### src/rtl/rtsim_consts.svh
`ifndef RTSIM_CONSTS_SVH
`define RTSIM_CONSTS_SVH

// Cavity state and sample width
`define RTSIM_DW 18

// ADC word width, top bits of the state
`define RTSIM_ADC_DW 16

// Mechanical eigenmodes, two slots each per frame
`define RTSIM_N_MECH 7

// Electrical time scale, larger means slower cavity
`define RTSIM_MODE_SHIFT 4

// Mechanical decay per update
`define RTSIM_MECH_SHIFT 3

// Scaling of gain times drive
`define RTSIM_GAIN_SHIFT 8

// Detuning product and Lorentz-force square scaling
`define RTSIM_DETUNE_SHIFT 17

// Local bus widths
`define RTSIM_LB_AW 15
`define RTSIM_LB_DW 32

`endif

### src/rtl/rtsim_lb_pkg.sv
`include "rtsim_consts.svh"

package rtsim_lb_pkg;

  // Local bus address and data words
  typedef logic [`RTSIM_LB_AW-1:0] lb_addr_t;
  typedef logic [`RTSIM_LB_DW-1:0] lb_data_t;

  // Register select, decoded from the bus address
  // Gain registers occupy REG_MECH_GAIN up to REG_MECH_GAIN + modes - 1
  typedef enum logic [3:0] {
    REG_CTRL        = 4'd0,
    REG_BEAM_PERIOD = 4'd1,
    REG_BEAM_CHARGE = 4'd2,
    REG_MECH_GAIN   = 4'd8,
    REG_NONE        = 4'd15
  } lb_reg_e;

  // Beam interval in iq strobes
  typedef logic [11:0] beam_period_t;

  // Per-mode coupling gain
  typedef logic signed [11:0] mech_gain_t;

endpackage

### src/rtl/rtsim_dsp_pkg.sv
`include "rtsim_consts.svh"

package rtsim_dsp_pkg;

  // Signal samples
  typedef logic signed [`RTSIM_DW-1:0] sample_t;
  typedef logic signed [`RTSIM_DW+1:0] wide_sample_t;
  typedef logic signed [`RTSIM_ADC_DW-1:0] adc_t;

  // Status bits, caller latches
  typedef logic [7:0] clips_t;

  // Mechanical slot sequencing
  typedef enum logic [1:0] {
    SLOT_IDLE,
    SLOT_MUL,
    SLOT_ACC
  } mech_slot_e;

  // Saturation limits
  localparam int SAT_W = 40;
  localparam sample_t SAMPLE_MAX = sample_t'({1'b0, {(`RTSIM_DW-1){1'b1}}});
  localparam sample_t SAMPLE_MIN = sample_t'({1'b1, {(`RTSIM_DW-1){1'b0}}});
  localparam adc_t ADC_MAX = adc_t'({1'b0, {(`RTSIM_ADC_DW-1){1'b1}}});
  localparam adc_t ADC_MIN = adc_t'({1'b1, {(`RTSIM_ADC_DW-1){1'b0}}});

  // True when a wide value is representable as a sample
  function automatic logic fits_sample(input logic signed [SAT_W-1:0] x);
    return (x <= SAMPLE_MAX) && (x >= SAMPLE_MIN);
  endfunction

  // Clamp a wide value into sample range
  function automatic sample_t sat_sample(input logic signed [SAT_W-1:0] x);
    if (x > SAMPLE_MAX) begin
      return SAMPLE_MAX;
    end
    if (x < SAMPLE_MIN) begin
      return SAMPLE_MIN;
    end
    return sample_t'(x);
  endfunction

  // Clamp a wide value into ADC range
  function automatic adc_t sat_adc(input logic signed [SAT_W-1:0] x);
    if (x > ADC_MAX) begin
      return ADC_MAX;
    end
    if (x < ADC_MIN) begin
      return ADC_MIN;
    end
    return adc_t'(x);
  endfunction

endpackage

### src/rtl/rtsim_cfg_if.sv
`timescale 1ns/1ps
`include "rtsim_consts.svh"

interface rtsim_cfg_if import rtsim_lb_pkg::*, rtsim_dsp_pkg::*; ();

  // Control bits from REG_CTRL
  logic beam_en;
  logic mech_en;

  // Beam generator settings
  beam_period_t beam_period;
  sample_t beam_charge;

  // One coupling gain per mechanical mode
  mech_gain_t mech_gain [`RTSIM_N_MECH];

  // Register decoder owns every field
  modport ctrl (output beam_en, mech_en, beam_period, beam_charge, mech_gain);

  // Beam timing side
  modport beam (input beam_en, beam_period, beam_charge);

  // Mechanical resonator side
  modport mech (input mech_en, mech_gain);

endinterface

### src/rtl/lb_decode.sv
`timescale 1ns/1ps
`include "rtsim_consts.svh"

module lb_decode import rtsim_lb_pkg::*, rtsim_dsp_pkg::*; (
  input  logic     clk,
  input  logic     arst_n,
  input  lb_addr_t lb_addr,
  input  lb_data_t lb_data,
  input  logic     lb_write,
  rtsim_cfg_if.ctrl cfg
);

  localparam int GW = $clog2(`RTSIM_N_MECH);
  localparam lb_addr_t GAIN_BASE = lb_addr_t'(REG_MECH_GAIN);
  localparam lb_addr_t GAIN_LAST = lb_addr_t'(REG_MECH_GAIN) + lb_addr_t'(`RTSIM_N_MECH - 1);

  lb_reg_e reg_sel;
  logic [GW-1:0] gain_idx;

  // Full address compare, aliases fall to REG_NONE
  always_comb begin
    reg_sel = REG_NONE;
    if (lb_addr == lb_addr_t'(REG_CTRL)) begin
      reg_sel = REG_CTRL;
    end else if (lb_addr == lb_addr_t'(REG_BEAM_PERIOD)) begin
      reg_sel = REG_BEAM_PERIOD;
    end else if (lb_addr == lb_addr_t'(REG_BEAM_CHARGE)) begin
      reg_sel = REG_BEAM_CHARGE;
    end else if (lb_addr inside {[GAIN_BASE:GAIN_LAST]}) begin
      reg_sel = REG_MECH_GAIN;
    end
  end

  // Mode number is the offset from the first gain register
  assign gain_idx = GW'(lb_addr - GAIN_BASE);

  always_ff @(posedge clk or negedge arst_n) begin
    if (!arst_n) begin
      cfg.beam_en     <= 1'b0;
      cfg.mech_en     <= 1'b0;
      cfg.beam_period <= '0;
      cfg.beam_charge <= '0;
      for (int i = 0; i < `RTSIM_N_MECH; i++) begin
        cfg.mech_gain[i] <= '0;
      end
    end else if (lb_write) begin
      case (reg_sel)
        REG_CTRL: begin
          cfg.beam_en <= lb_data[0];
          cfg.mech_en <= lb_data[1];
        end
        REG_BEAM_PERIOD: cfg.beam_period <= beam_period_t'(lb_data);
        // Charge is a full-width signed sample
        REG_BEAM_CHARGE: cfg.beam_charge <= sample_t'(lb_data);
        REG_MECH_GAIN:   cfg.mech_gain[gain_idx] <= mech_gain_t'(lb_data);
        default: ;
      endcase
    end
  end

endmodule

### src/rtl/beam_timing.sv
`timescale 1ns/1ps

module beam_timing import rtsim_lb_pkg::*, rtsim_dsp_pkg::*; (
  input  logic    clk,
  input  logic    arst_n,
  input  logic    iq,
  rtsim_cfg_if.beam cfg,
  output sample_t beam_pulse
);

  beam_period_t strobe_cnt;
  logic last_strobe;
  logic fire;

  // Last strobe of the period, a zero period gives 4096 strobes
  assign last_strobe = (strobe_cnt == beam_period_t'(cfg.beam_period - 1'b1));
  assign fire = iq && cfg.beam_en && last_strobe;

  // Charge leaves the cavity on exactly one strobe per period
  assign beam_pulse = fire ? cfg.beam_charge : '0;

  // Strobe counter, held at zero while the beam is off
  always_ff @(posedge clk or negedge arst_n) begin
    if (!arst_n) begin
      strobe_cnt <= '0;
    end else if (!cfg.beam_en) begin
      strobe_cnt <= '0;
    end else if (iq) begin
      if (last_strobe) begin
        strobe_cnt <= '0;
      end else begin
        strobe_cnt <= strobe_cnt + 1'b1;
      end
    end
  end

endmodule

### src/rtl/cav_elec.sv
`timescale 1ns/1ps
`include "rtsim_consts.svh"

module cav_elec import rtsim_dsp_pkg::*; (
  input  logic    clk,
  input  logic    arst_n,
  input  logic    iq,
  input  sample_t drive,
  input  sample_t beam_pulse,
  input  sample_t mech_x,
  output adc_t    a_field,
  output adc_t    a_forward,
  output adc_t    a_reflect,
  output sample_t cav_eig_drive
);

  // Headroom for drive minus beam minus detuning minus field
  localparam int WW = `RTSIM_DW + 4;
  localparam int PW = 2 * `RTSIM_DW;
  localparam int ADC_LSB = `RTSIM_DW - `RTSIM_ADC_DW;

  sample_t field;
  logic signed [PW-1:0] det_prod;
  logic signed [PW-1:0] field_sq;
  logic signed [WW-1:0] detune;
  logic signed [WW-1:0] eff_drive;
  logic signed [WW-1:0] field_err;
  logic signed [WW-1:0] field_step;
  logic signed [WW-1:0] field_next;
  adc_t fwd_top;
  adc_t fld_top;
  logic signed [`RTSIM_ADC_DW:0] refl_diff;

  // Displacement pulls the cavity off resonance
  assign det_prod = mech_x * field;
  assign detune = WW'(det_prod >>> `RTSIM_DETUNE_SHIFT);

  // First-order step toward the effective drive
  assign eff_drive = drive - beam_pulse - detune;
  assign field_err = eff_drive - field;
  assign field_step = field_err >>> `RTSIM_MODE_SHIFT;
  assign field_next = field + field_step;

  // ADC words take the top bits
  assign fwd_top = adc_t'(drive[`RTSIM_DW-1:ADC_LSB]);
  assign fld_top = adc_t'(field[`RTSIM_DW-1:ADC_LSB]);
  assign refl_diff = fwd_top - fld_top;

  // Lorentz force goes with field squared
  assign field_sq = field * field;

  always_ff @(posedge clk or negedge arst_n) begin
    if (!arst_n) begin
      field         <= '0;
      a_field       <= '0;
      a_forward     <= '0;
      a_reflect     <= '0;
      cav_eig_drive <= '0;
    end else begin
      // State only advances on sample strobes
      if (iq) begin
        field <= sat_sample(field_next);
      end
      a_field       <= fld_top;
      a_forward     <= fwd_top;
      a_reflect     <= sat_adc(refl_diff);
      // Full-scale negative field squares to one past max
      cav_eig_drive <= sat_sample(field_sq >>> `RTSIM_DETUNE_SHIFT);
    end
  end

endmodule

### src/rtl/mech_modes.sv
`timescale 1ns/1ps
`include "rtsim_consts.svh"

module mech_modes import rtsim_lb_pkg::*, rtsim_dsp_pkg::*; (
  input  logic    clk,
  input  logic    arst_n,
  input  sample_t cav_eig_drive,
  input  sample_t piezo,
  rtsim_cfg_if.mech cfg,
  output sample_t mech_x,
  output clips_t  clips
);

  localparam int N_SLOT = 2 * `RTSIM_N_MECH;
  localparam int SLOT_W = $clog2(N_SLOT);
  localparam int PW = $bits(mech_gain_t) + `RTSIM_DW;
  localparam int UW = PW + 2;
  localparam int XW = `RTSIM_DW + $clog2(`RTSIM_N_MECH);

  // Drive summing pipeline
  wide_sample_t sum_eig;
  sample_t eig_drive0;
  sample_t eig_drive;
  logic edrive_clip;

  // Slot sequencing
  logic [SLOT_W-1:0] slot_cnt;
  logic [SLOT_W-2:0] mode_idx;
  logic frame_end;
  mech_slot_e slot;

  // Mode update datapath
  sample_t mode_state [`RTSIM_N_MECH];
  sample_t state_cur;
  logic signed [PW-1:0] prod;
  logic signed [UW-1:0] upd;
  sample_t state_new;
  logic res_ovf;
  logic res_clip;
  logic signed [XW-1:0] x_acc;

  // Lorentz plus piezo, one bit of headroom each way
  assign sum_eig = cav_eig_drive + piezo;

  always_ff @(posedge clk or negedge arst_n) begin
    if (!arst_n) begin
      eig_drive0  <= '0;
      eig_drive   <= '0;
      edrive_clip <= 1'b0;
    end else begin
      eig_drive0  <= sat_sample(sum_eig);
      eig_drive   <= eig_drive0;
      edrive_clip <= !fits_sample(sum_eig);
    end
  end

  // Free-running frame counter, two slots per mode
  always_ff @(posedge clk or negedge arst_n) begin
    if (!arst_n) begin
      slot_cnt <= '0;
    end else if (frame_end) begin
      slot_cnt <= '0;
    end else begin
      slot_cnt <= slot_cnt + 1'b1;
    end
  end

  assign frame_end = (slot_cnt == SLOT_W'(N_SLOT - 1));
  assign mode_idx = slot_cnt[SLOT_W-1:1];

  // Even slot multiplies, odd slot accumulates
  always_comb begin
    if (!cfg.mech_en) begin
      slot = SLOT_IDLE;
    end else if (slot_cnt[0]) begin
      slot = SLOT_ACC;
    end else begin
      slot = SLOT_MUL;
    end
  end

  // Resonator step: gain times drive in, a fraction of itself out
  assign state_cur = mode_state[mode_idx];
  assign upd = state_cur + (prod >>> `RTSIM_GAIN_SHIFT) - (state_cur >>> `RTSIM_MECH_SHIFT);
  assign state_new = sat_sample(upd);
  assign res_ovf = !fits_sample(upd);

  always_ff @(posedge clk or negedge arst_n) begin
    if (!arst_n) begin
      prod     <= '0;
      res_clip <= 1'b0;
      x_acc    <= '0;
      mech_x   <= '0;
      for (int i = 0; i < `RTSIM_N_MECH; i++) begin
        mode_state[i] <= '0;
      end
    end else begin
      res_clip <= 1'b0;
      case (slot)
        SLOT_MUL: prod <= cfg.mech_gain[mode_idx] * eig_drive;
        SLOT_ACC: begin
          mode_state[mode_idx] <= state_new;
          res_clip <= res_ovf;
          // Displacement is the sum over all modes
          if (frame_end) begin
            mech_x <= sat_sample(x_acc + state_new);
            x_acc  <= '0;
          end else begin
            x_acc <= x_acc + state_new;
          end
        end
        default: begin
          // Feedback off, modes hold and no displacement
          x_acc  <= '0;
          mech_x <= '0;
        end
      endcase
    end
  end

  // Upper status bits are reserved
  always_comb begin
    clips = '0;
    clips[0] = res_clip;
    clips[1] = edrive_clip;
  end

endmodule

### src/rtl/rtsim.sv
`timescale 1ns/1ps
`include "rtsim_consts.svh"

module rtsim import rtsim_dsp_pkg::*; (
  input  logic                            clk,
  input  logic                            arst_n,
  // Sample strobe
  input  logic                            iq,
  // Forward drive, not counting beam
  input  logic signed [`RTSIM_DW-1:0]     drive,
  input  logic signed [`RTSIM_DW-1:0]     piezo,
  // Local bus, a one-cycle lb_write causes a write
  input  logic [`RTSIM_LB_DW-1:0]         lb_data,
  input  logic [`RTSIM_LB_AW-1:0]         lb_addr,
  input  logic                            lb_write,
  // ADC outputs
  output logic signed [`RTSIM_ADC_DW-1:0] a_field,
  output logic signed [`RTSIM_ADC_DW-1:0] a_forward,
  output logic signed [`RTSIM_ADC_DW-1:0] a_reflect,
  // Status, caller latches
  output logic [7:0]                      clips
);

  sample_t beam_pulse;
  sample_t cav_eig_drive;
  sample_t mech_x;

  rtsim_cfg_if cfg_bus ();

  lb_decode u_lb_decode (
    .clk      (clk),
    .arst_n   (arst_n),
    .lb_addr  (lb_addr),
    .lb_data  (lb_data),
    .lb_write (lb_write),
    .cfg      (cfg_bus.ctrl)
  );

  // Beam loading on iq strobes
  beam_timing u_beam_timing (
    .clk        (clk),
    .arst_n     (arst_n),
    .iq         (iq),
    .cfg        (cfg_bus.beam),
    .beam_pulse (beam_pulse)
  );

  cav_elec u_cav_elec (
    .clk           (clk),
    .arst_n        (arst_n),
    .iq            (iq),
    .drive         (drive),
    .beam_pulse    (beam_pulse),
    .mech_x        (mech_x),
    .a_field       (a_field),
    .a_forward     (a_forward),
    .a_reflect     (a_reflect),
    .cav_eig_drive (cav_eig_drive)
  );

  // Mechanical loop closes back through mech_x
  mech_modes u_mech_modes (
    .clk           (clk),
    .arst_n        (arst_n),
    .cav_eig_drive (cav_eig_drive),
    .piezo         (piezo),
    .cfg           (cfg_bus.mech),
    .mech_x        (mech_x),
    .clips         (clips)
  );

endmodule

### config.mk
export PLATFORM = sky130hd
export DESIGN_NAME = rtsim
export DESIGN_NICKNAME = d
export VERILOG_FILES = /design/src/rtl/rtsim_lb_pkg.sv /design/src/rtl/rtsim_dsp_pkg.sv /design/src/rtl/rtsim_cfg_if.sv /design/src/rtl/lb_decode.sv /design/src/rtl/beam_timing.sv /design/src/rtl/cav_elec.sv /design/src/rtl/mech_modes.sv /design/src/rtl/rtsim.sv
export VERILOG_INCLUDE_DIRS = /design/src /design/src/rtl
export SDC_FILE = /design/constraint.sdc
export NUM_CORES = 2
export LEC_CHECK = 0
export BUFFER_PORTS_ARGS = -buffer_cell sky130_fd_sc_hd__buf_2
export CORE_AREA = 2 2 222 388
export DETAILED_ROUTE_END_ITERATION = 8
export DIE_AREA = 0 0 224 390
export PLACE_DENSITY = 0.92
export SLEW_MARGIN = 20
export SYNTH_ARGS = -nofsm -noshare
export SYNTH_HDL_FRONTEND = slang
export SYNTH_SLANG_ARGS = --single-unit
### constraint.sdc
create_clock -name clk -period 19.3 [get_ports clk]
set_clock_uncertainty 0.2 [all_clocks]
set_input_delay 0.965 -clock clk [delete_from_list [all_inputs] [get_ports clk]]
set_output_delay 0.965 -clock clk [all_outputs]
set_load 0.1 [all_outputs]
==> metrics <==
sequential element share of the synthesized area 20.3%; first-pass GRT wire length 249000 um; R2R setup slack 5.24 ns; clk slew on worst S/H paths 0.08 ns; Initial Util 64.5%; GRT overflow 0; DR iter-0 viols 4292; post_cts resized 0; Clock Sinks 441; Final Cell Area 0.0573 sq mm; Core Util, Final 68.1%; top cells by area, synth fa_1, dfrtp_1, ha_1; drt total wl 157000 um; largest area contributor in the netlist fa_1; Final Max Slew Viols 0; hold violation count in the final report 0; EDFF count, synth 0; endpoint class of the critical path flip-flop; Worst R2R Path Depth 45; ratio of cells with drive above 1 in the final layout 10.4%; Setup violations, final 0; Slew headroom 21.3%; Synth cell types 96; largest net degree at the start of global routing 88; peak fanout along the critical path 20; gpl congestion 0.992; Syn Area/Cell 9.77 sq um; Worst EP arrival 14.33 ns; port buffer count 122; DIE WIDTH 224 um; Core ar. 0.0842 sq mm; yosys warns 0; Post-Layout Cell Count 6674; placed cell count 6589; startpoint of the worst-slack reg-to-reg timing path u_cav_elec.field[16]$_DFFE_PN0P_; CTS root buffer clkbuf_16; Vias 42400; Post-route DRC 0; H-tree depth 2; synthesized area 0.0542 sq mm; CTS tree yes; Clock Path Buffers 3; Die Area 0.0874 sq mm; critical path class flip-flop to flip-flop; period utilization 72.9%; max cap viols 0; Die Y 390 um; via density per instance 6.36; Worst Hold Class primary input to async pin; Clk Latency, worst-skew pair 0.64 ns; Initial DRT Pass Iterations 7; DPL Wire Length 115000 um; fin nets 6896; Tmin final 14.06 ns; GR Util All Layers 37.3%; initial antenna violation count 13; Critical R2R Capture u_cav_elec.field[13]$_DFFE_PN0P_; Least-Margin Pin Slew 1.17 ns; setup tns final 0 ns; filler cell count 5513; Avg WL per Cell 23.5 um; Slowest-stage cell, CP dfrtp_1; ys async rst share 100%; top cell type's share of synthesized area 31.8%; Crit path max-delay family adder cells; area of placed instances 0.0559 sq mm; Inserted Clock Buffers 42; Yosys reg bits 441; Final ANT Viol Nets 0; slowest cell delay on critical path 1.04 ns; vias in the first global route 47200; CP Launch Type flip-flop; Top cell by count, worst path fa_1; Post-CTS Setup Bufs 0; Peak Freq 71.1 MHz; RSZ-0062 raised after global routing false; Data required, critical path 19.57 ns; ys flop type dfrtp_1; outcome finished, final reports clean; CP bufs+invs 5; row count 141; synthesis-to-layout area growth 5.63%; Mapped Cells 5552; Hold Buf Count CTS 0; # IOs 143
per-layer routing:
metal / vias to the layer above / global-route usage (%) / share of wire, %
met2: 2777 / 62.0 / 49
met4: 12 / 33.1 / 11
met5: - / 0 / 0.068
met3: 1183 / 8.40 / 9.5
met1: 21000 / 39.7 / 31
li1: 17400 / - / -
area by class of cell:
cell class | instances | area [sq um] | area share, %
Sequential cell | 441 | 11000 | 19.3
Inverter | 1099 | 4130 | 7.20
Clock buffer | 54 | 1130 | 1.97
Multi-Input combinational cell | 3784 | 38200 | 66.7
Clock inverter | 22 | 280 | 0.489
Tap cell | 1072 | 1340 | 2.34
Antenna cell | 9 | 22.5 | 0.0393
Timing Repair Buffer | 193 | 1160 | 2.02
worst max path at each step:
stage,end,depth (start not counted),startpoint
3_3_place_gp,u_cav_elec.field[6]$_DFFE_PN0P_,47,u_cav_elec.field[16]$_DFFE_PN0P_
2_1_floorplan,u_cav_elec.field[10]$_DFFE_PN0P_,45,u_cav_elec.field[17]$_DFFE_PN0P_
6_report,u_cav_elec.field[13]$_DFFE_PN0P_,45,u_cav_elec.field[16]$_DFFE_PN0P_
3_5_place_dp,u_cav_elec.field[13]$_DFFE_PN0P_,45,u_cav_elec.field[16]$_DFFE_PN0P_
4_1_cts,u_cav_elec.field[13]$_DFFE_PN0P_,45,u_cav_elec.field[16]$_DFFE_PN0P_
5_1_grt,u_cav_elec.field[13]$_DFFE_PN0P_,47,u_cav_elec.field[16]$_DFFE_PN0P_
registers in the layout (all words and copies together), names as in the netlist, 4 cells and up:
register and flops:
u_beam_timing.strobe_cnt 12, u_cav_elec.a_field 16, u_cav_elec.a_forward 16, u_cav_elec.a_reflect 16, u_cav_elec.cav_eig_drive 18, u_cav_elec.field 18, u_lb_decode.cfg.beam_charge 18, u_lb_decode.cfg.beam_period 12
u_lb_decode.cfg.mech_gain 84, u_mech_modes.eig_drive 18, u_mech_modes.eig_drive0 18, u_mech_modes.mech_x 18, u_mech_modes.mode_state 126, u_mech_modes.prod 22, u_mech_modes.slot_cnt 4, u_mech_modes.x_acc 21
placed cells by master (no fill, tap or decap), drive strengths merged, types with 30 or more instances in the layout:
master  count
xor2       72
a21o       67
nor2b      85
or2        31
xnor2     137
inv      1102
o21ai     165
mux2i      30
ha        387
nor2      332
dfrtp     441
o221a      55
nand2     534
mux2      150
nand2b     46
buf       193
and2      204
nor3       59
a21oi     162
fa        861
clkbuf     54
nand3      33
o21a       47
worst reg2reg max path, delay by kind of cell, from the launching register on:
family | cells | cell delay (ns)
AO/OA/AOI/OAI | 15 | 4.04
buffers and inverters | 5 | 0.67
AND/OR/NAND/NOR | 12 | 2.69
flip-flops | 1 | 1.04
XOR/XNOR | 2 | 0.33
adder cells (fa/ha/maj) | 11 | 4.93
synth_stat cells (all sizes together), types with 6 or more instances:
master     n
a211oi    25
a21boi     8
a21o      67
a21oi    162
a221o     14
a22o      23
a22oi     11
a31o       7
a31oi     13
and2     204
and3      19
buf       42
clkbuf   191
dfrtp    441
fa       861
ha       387
inv     1096
mux2     150
mux2i     30
mux4      25
nand2    534
nand2b    46
nand3     33
nand4     14
nor2     332
nor2b     85
nor3      59
o211ai    21
o21a      47
o21ai    165
o21bai     9
o221a     55
o22ai     12
o31a       6
o31ai     17
or2       31
or3       12
xnor2    137
xor2      72
logic make-up after synthesis:
kind of cell    share of synthesized area (%)
compound gates                           9.45
mux                                      4.71
xor+xnor                                 3.37
buf+inv                                  9.36
fa+ha+maj                                40.8
flops                                    20.3
other cells                           0.00691
simple gates                             12.0
through the flow:
stage	setup slack [ns]	hold WS (ns)
after global routing	4.68	0.150
final	5.24	0.0776
after detailed placement	5.88	0.135
after CTS	5.75	0.149
after floorplan	7.81	0.131
after global placement	6.18	0.133
Power is left out: the tool's default activity adds up to more than one toggle a clock period on the data nets, which glitch-free logic cannot reach.
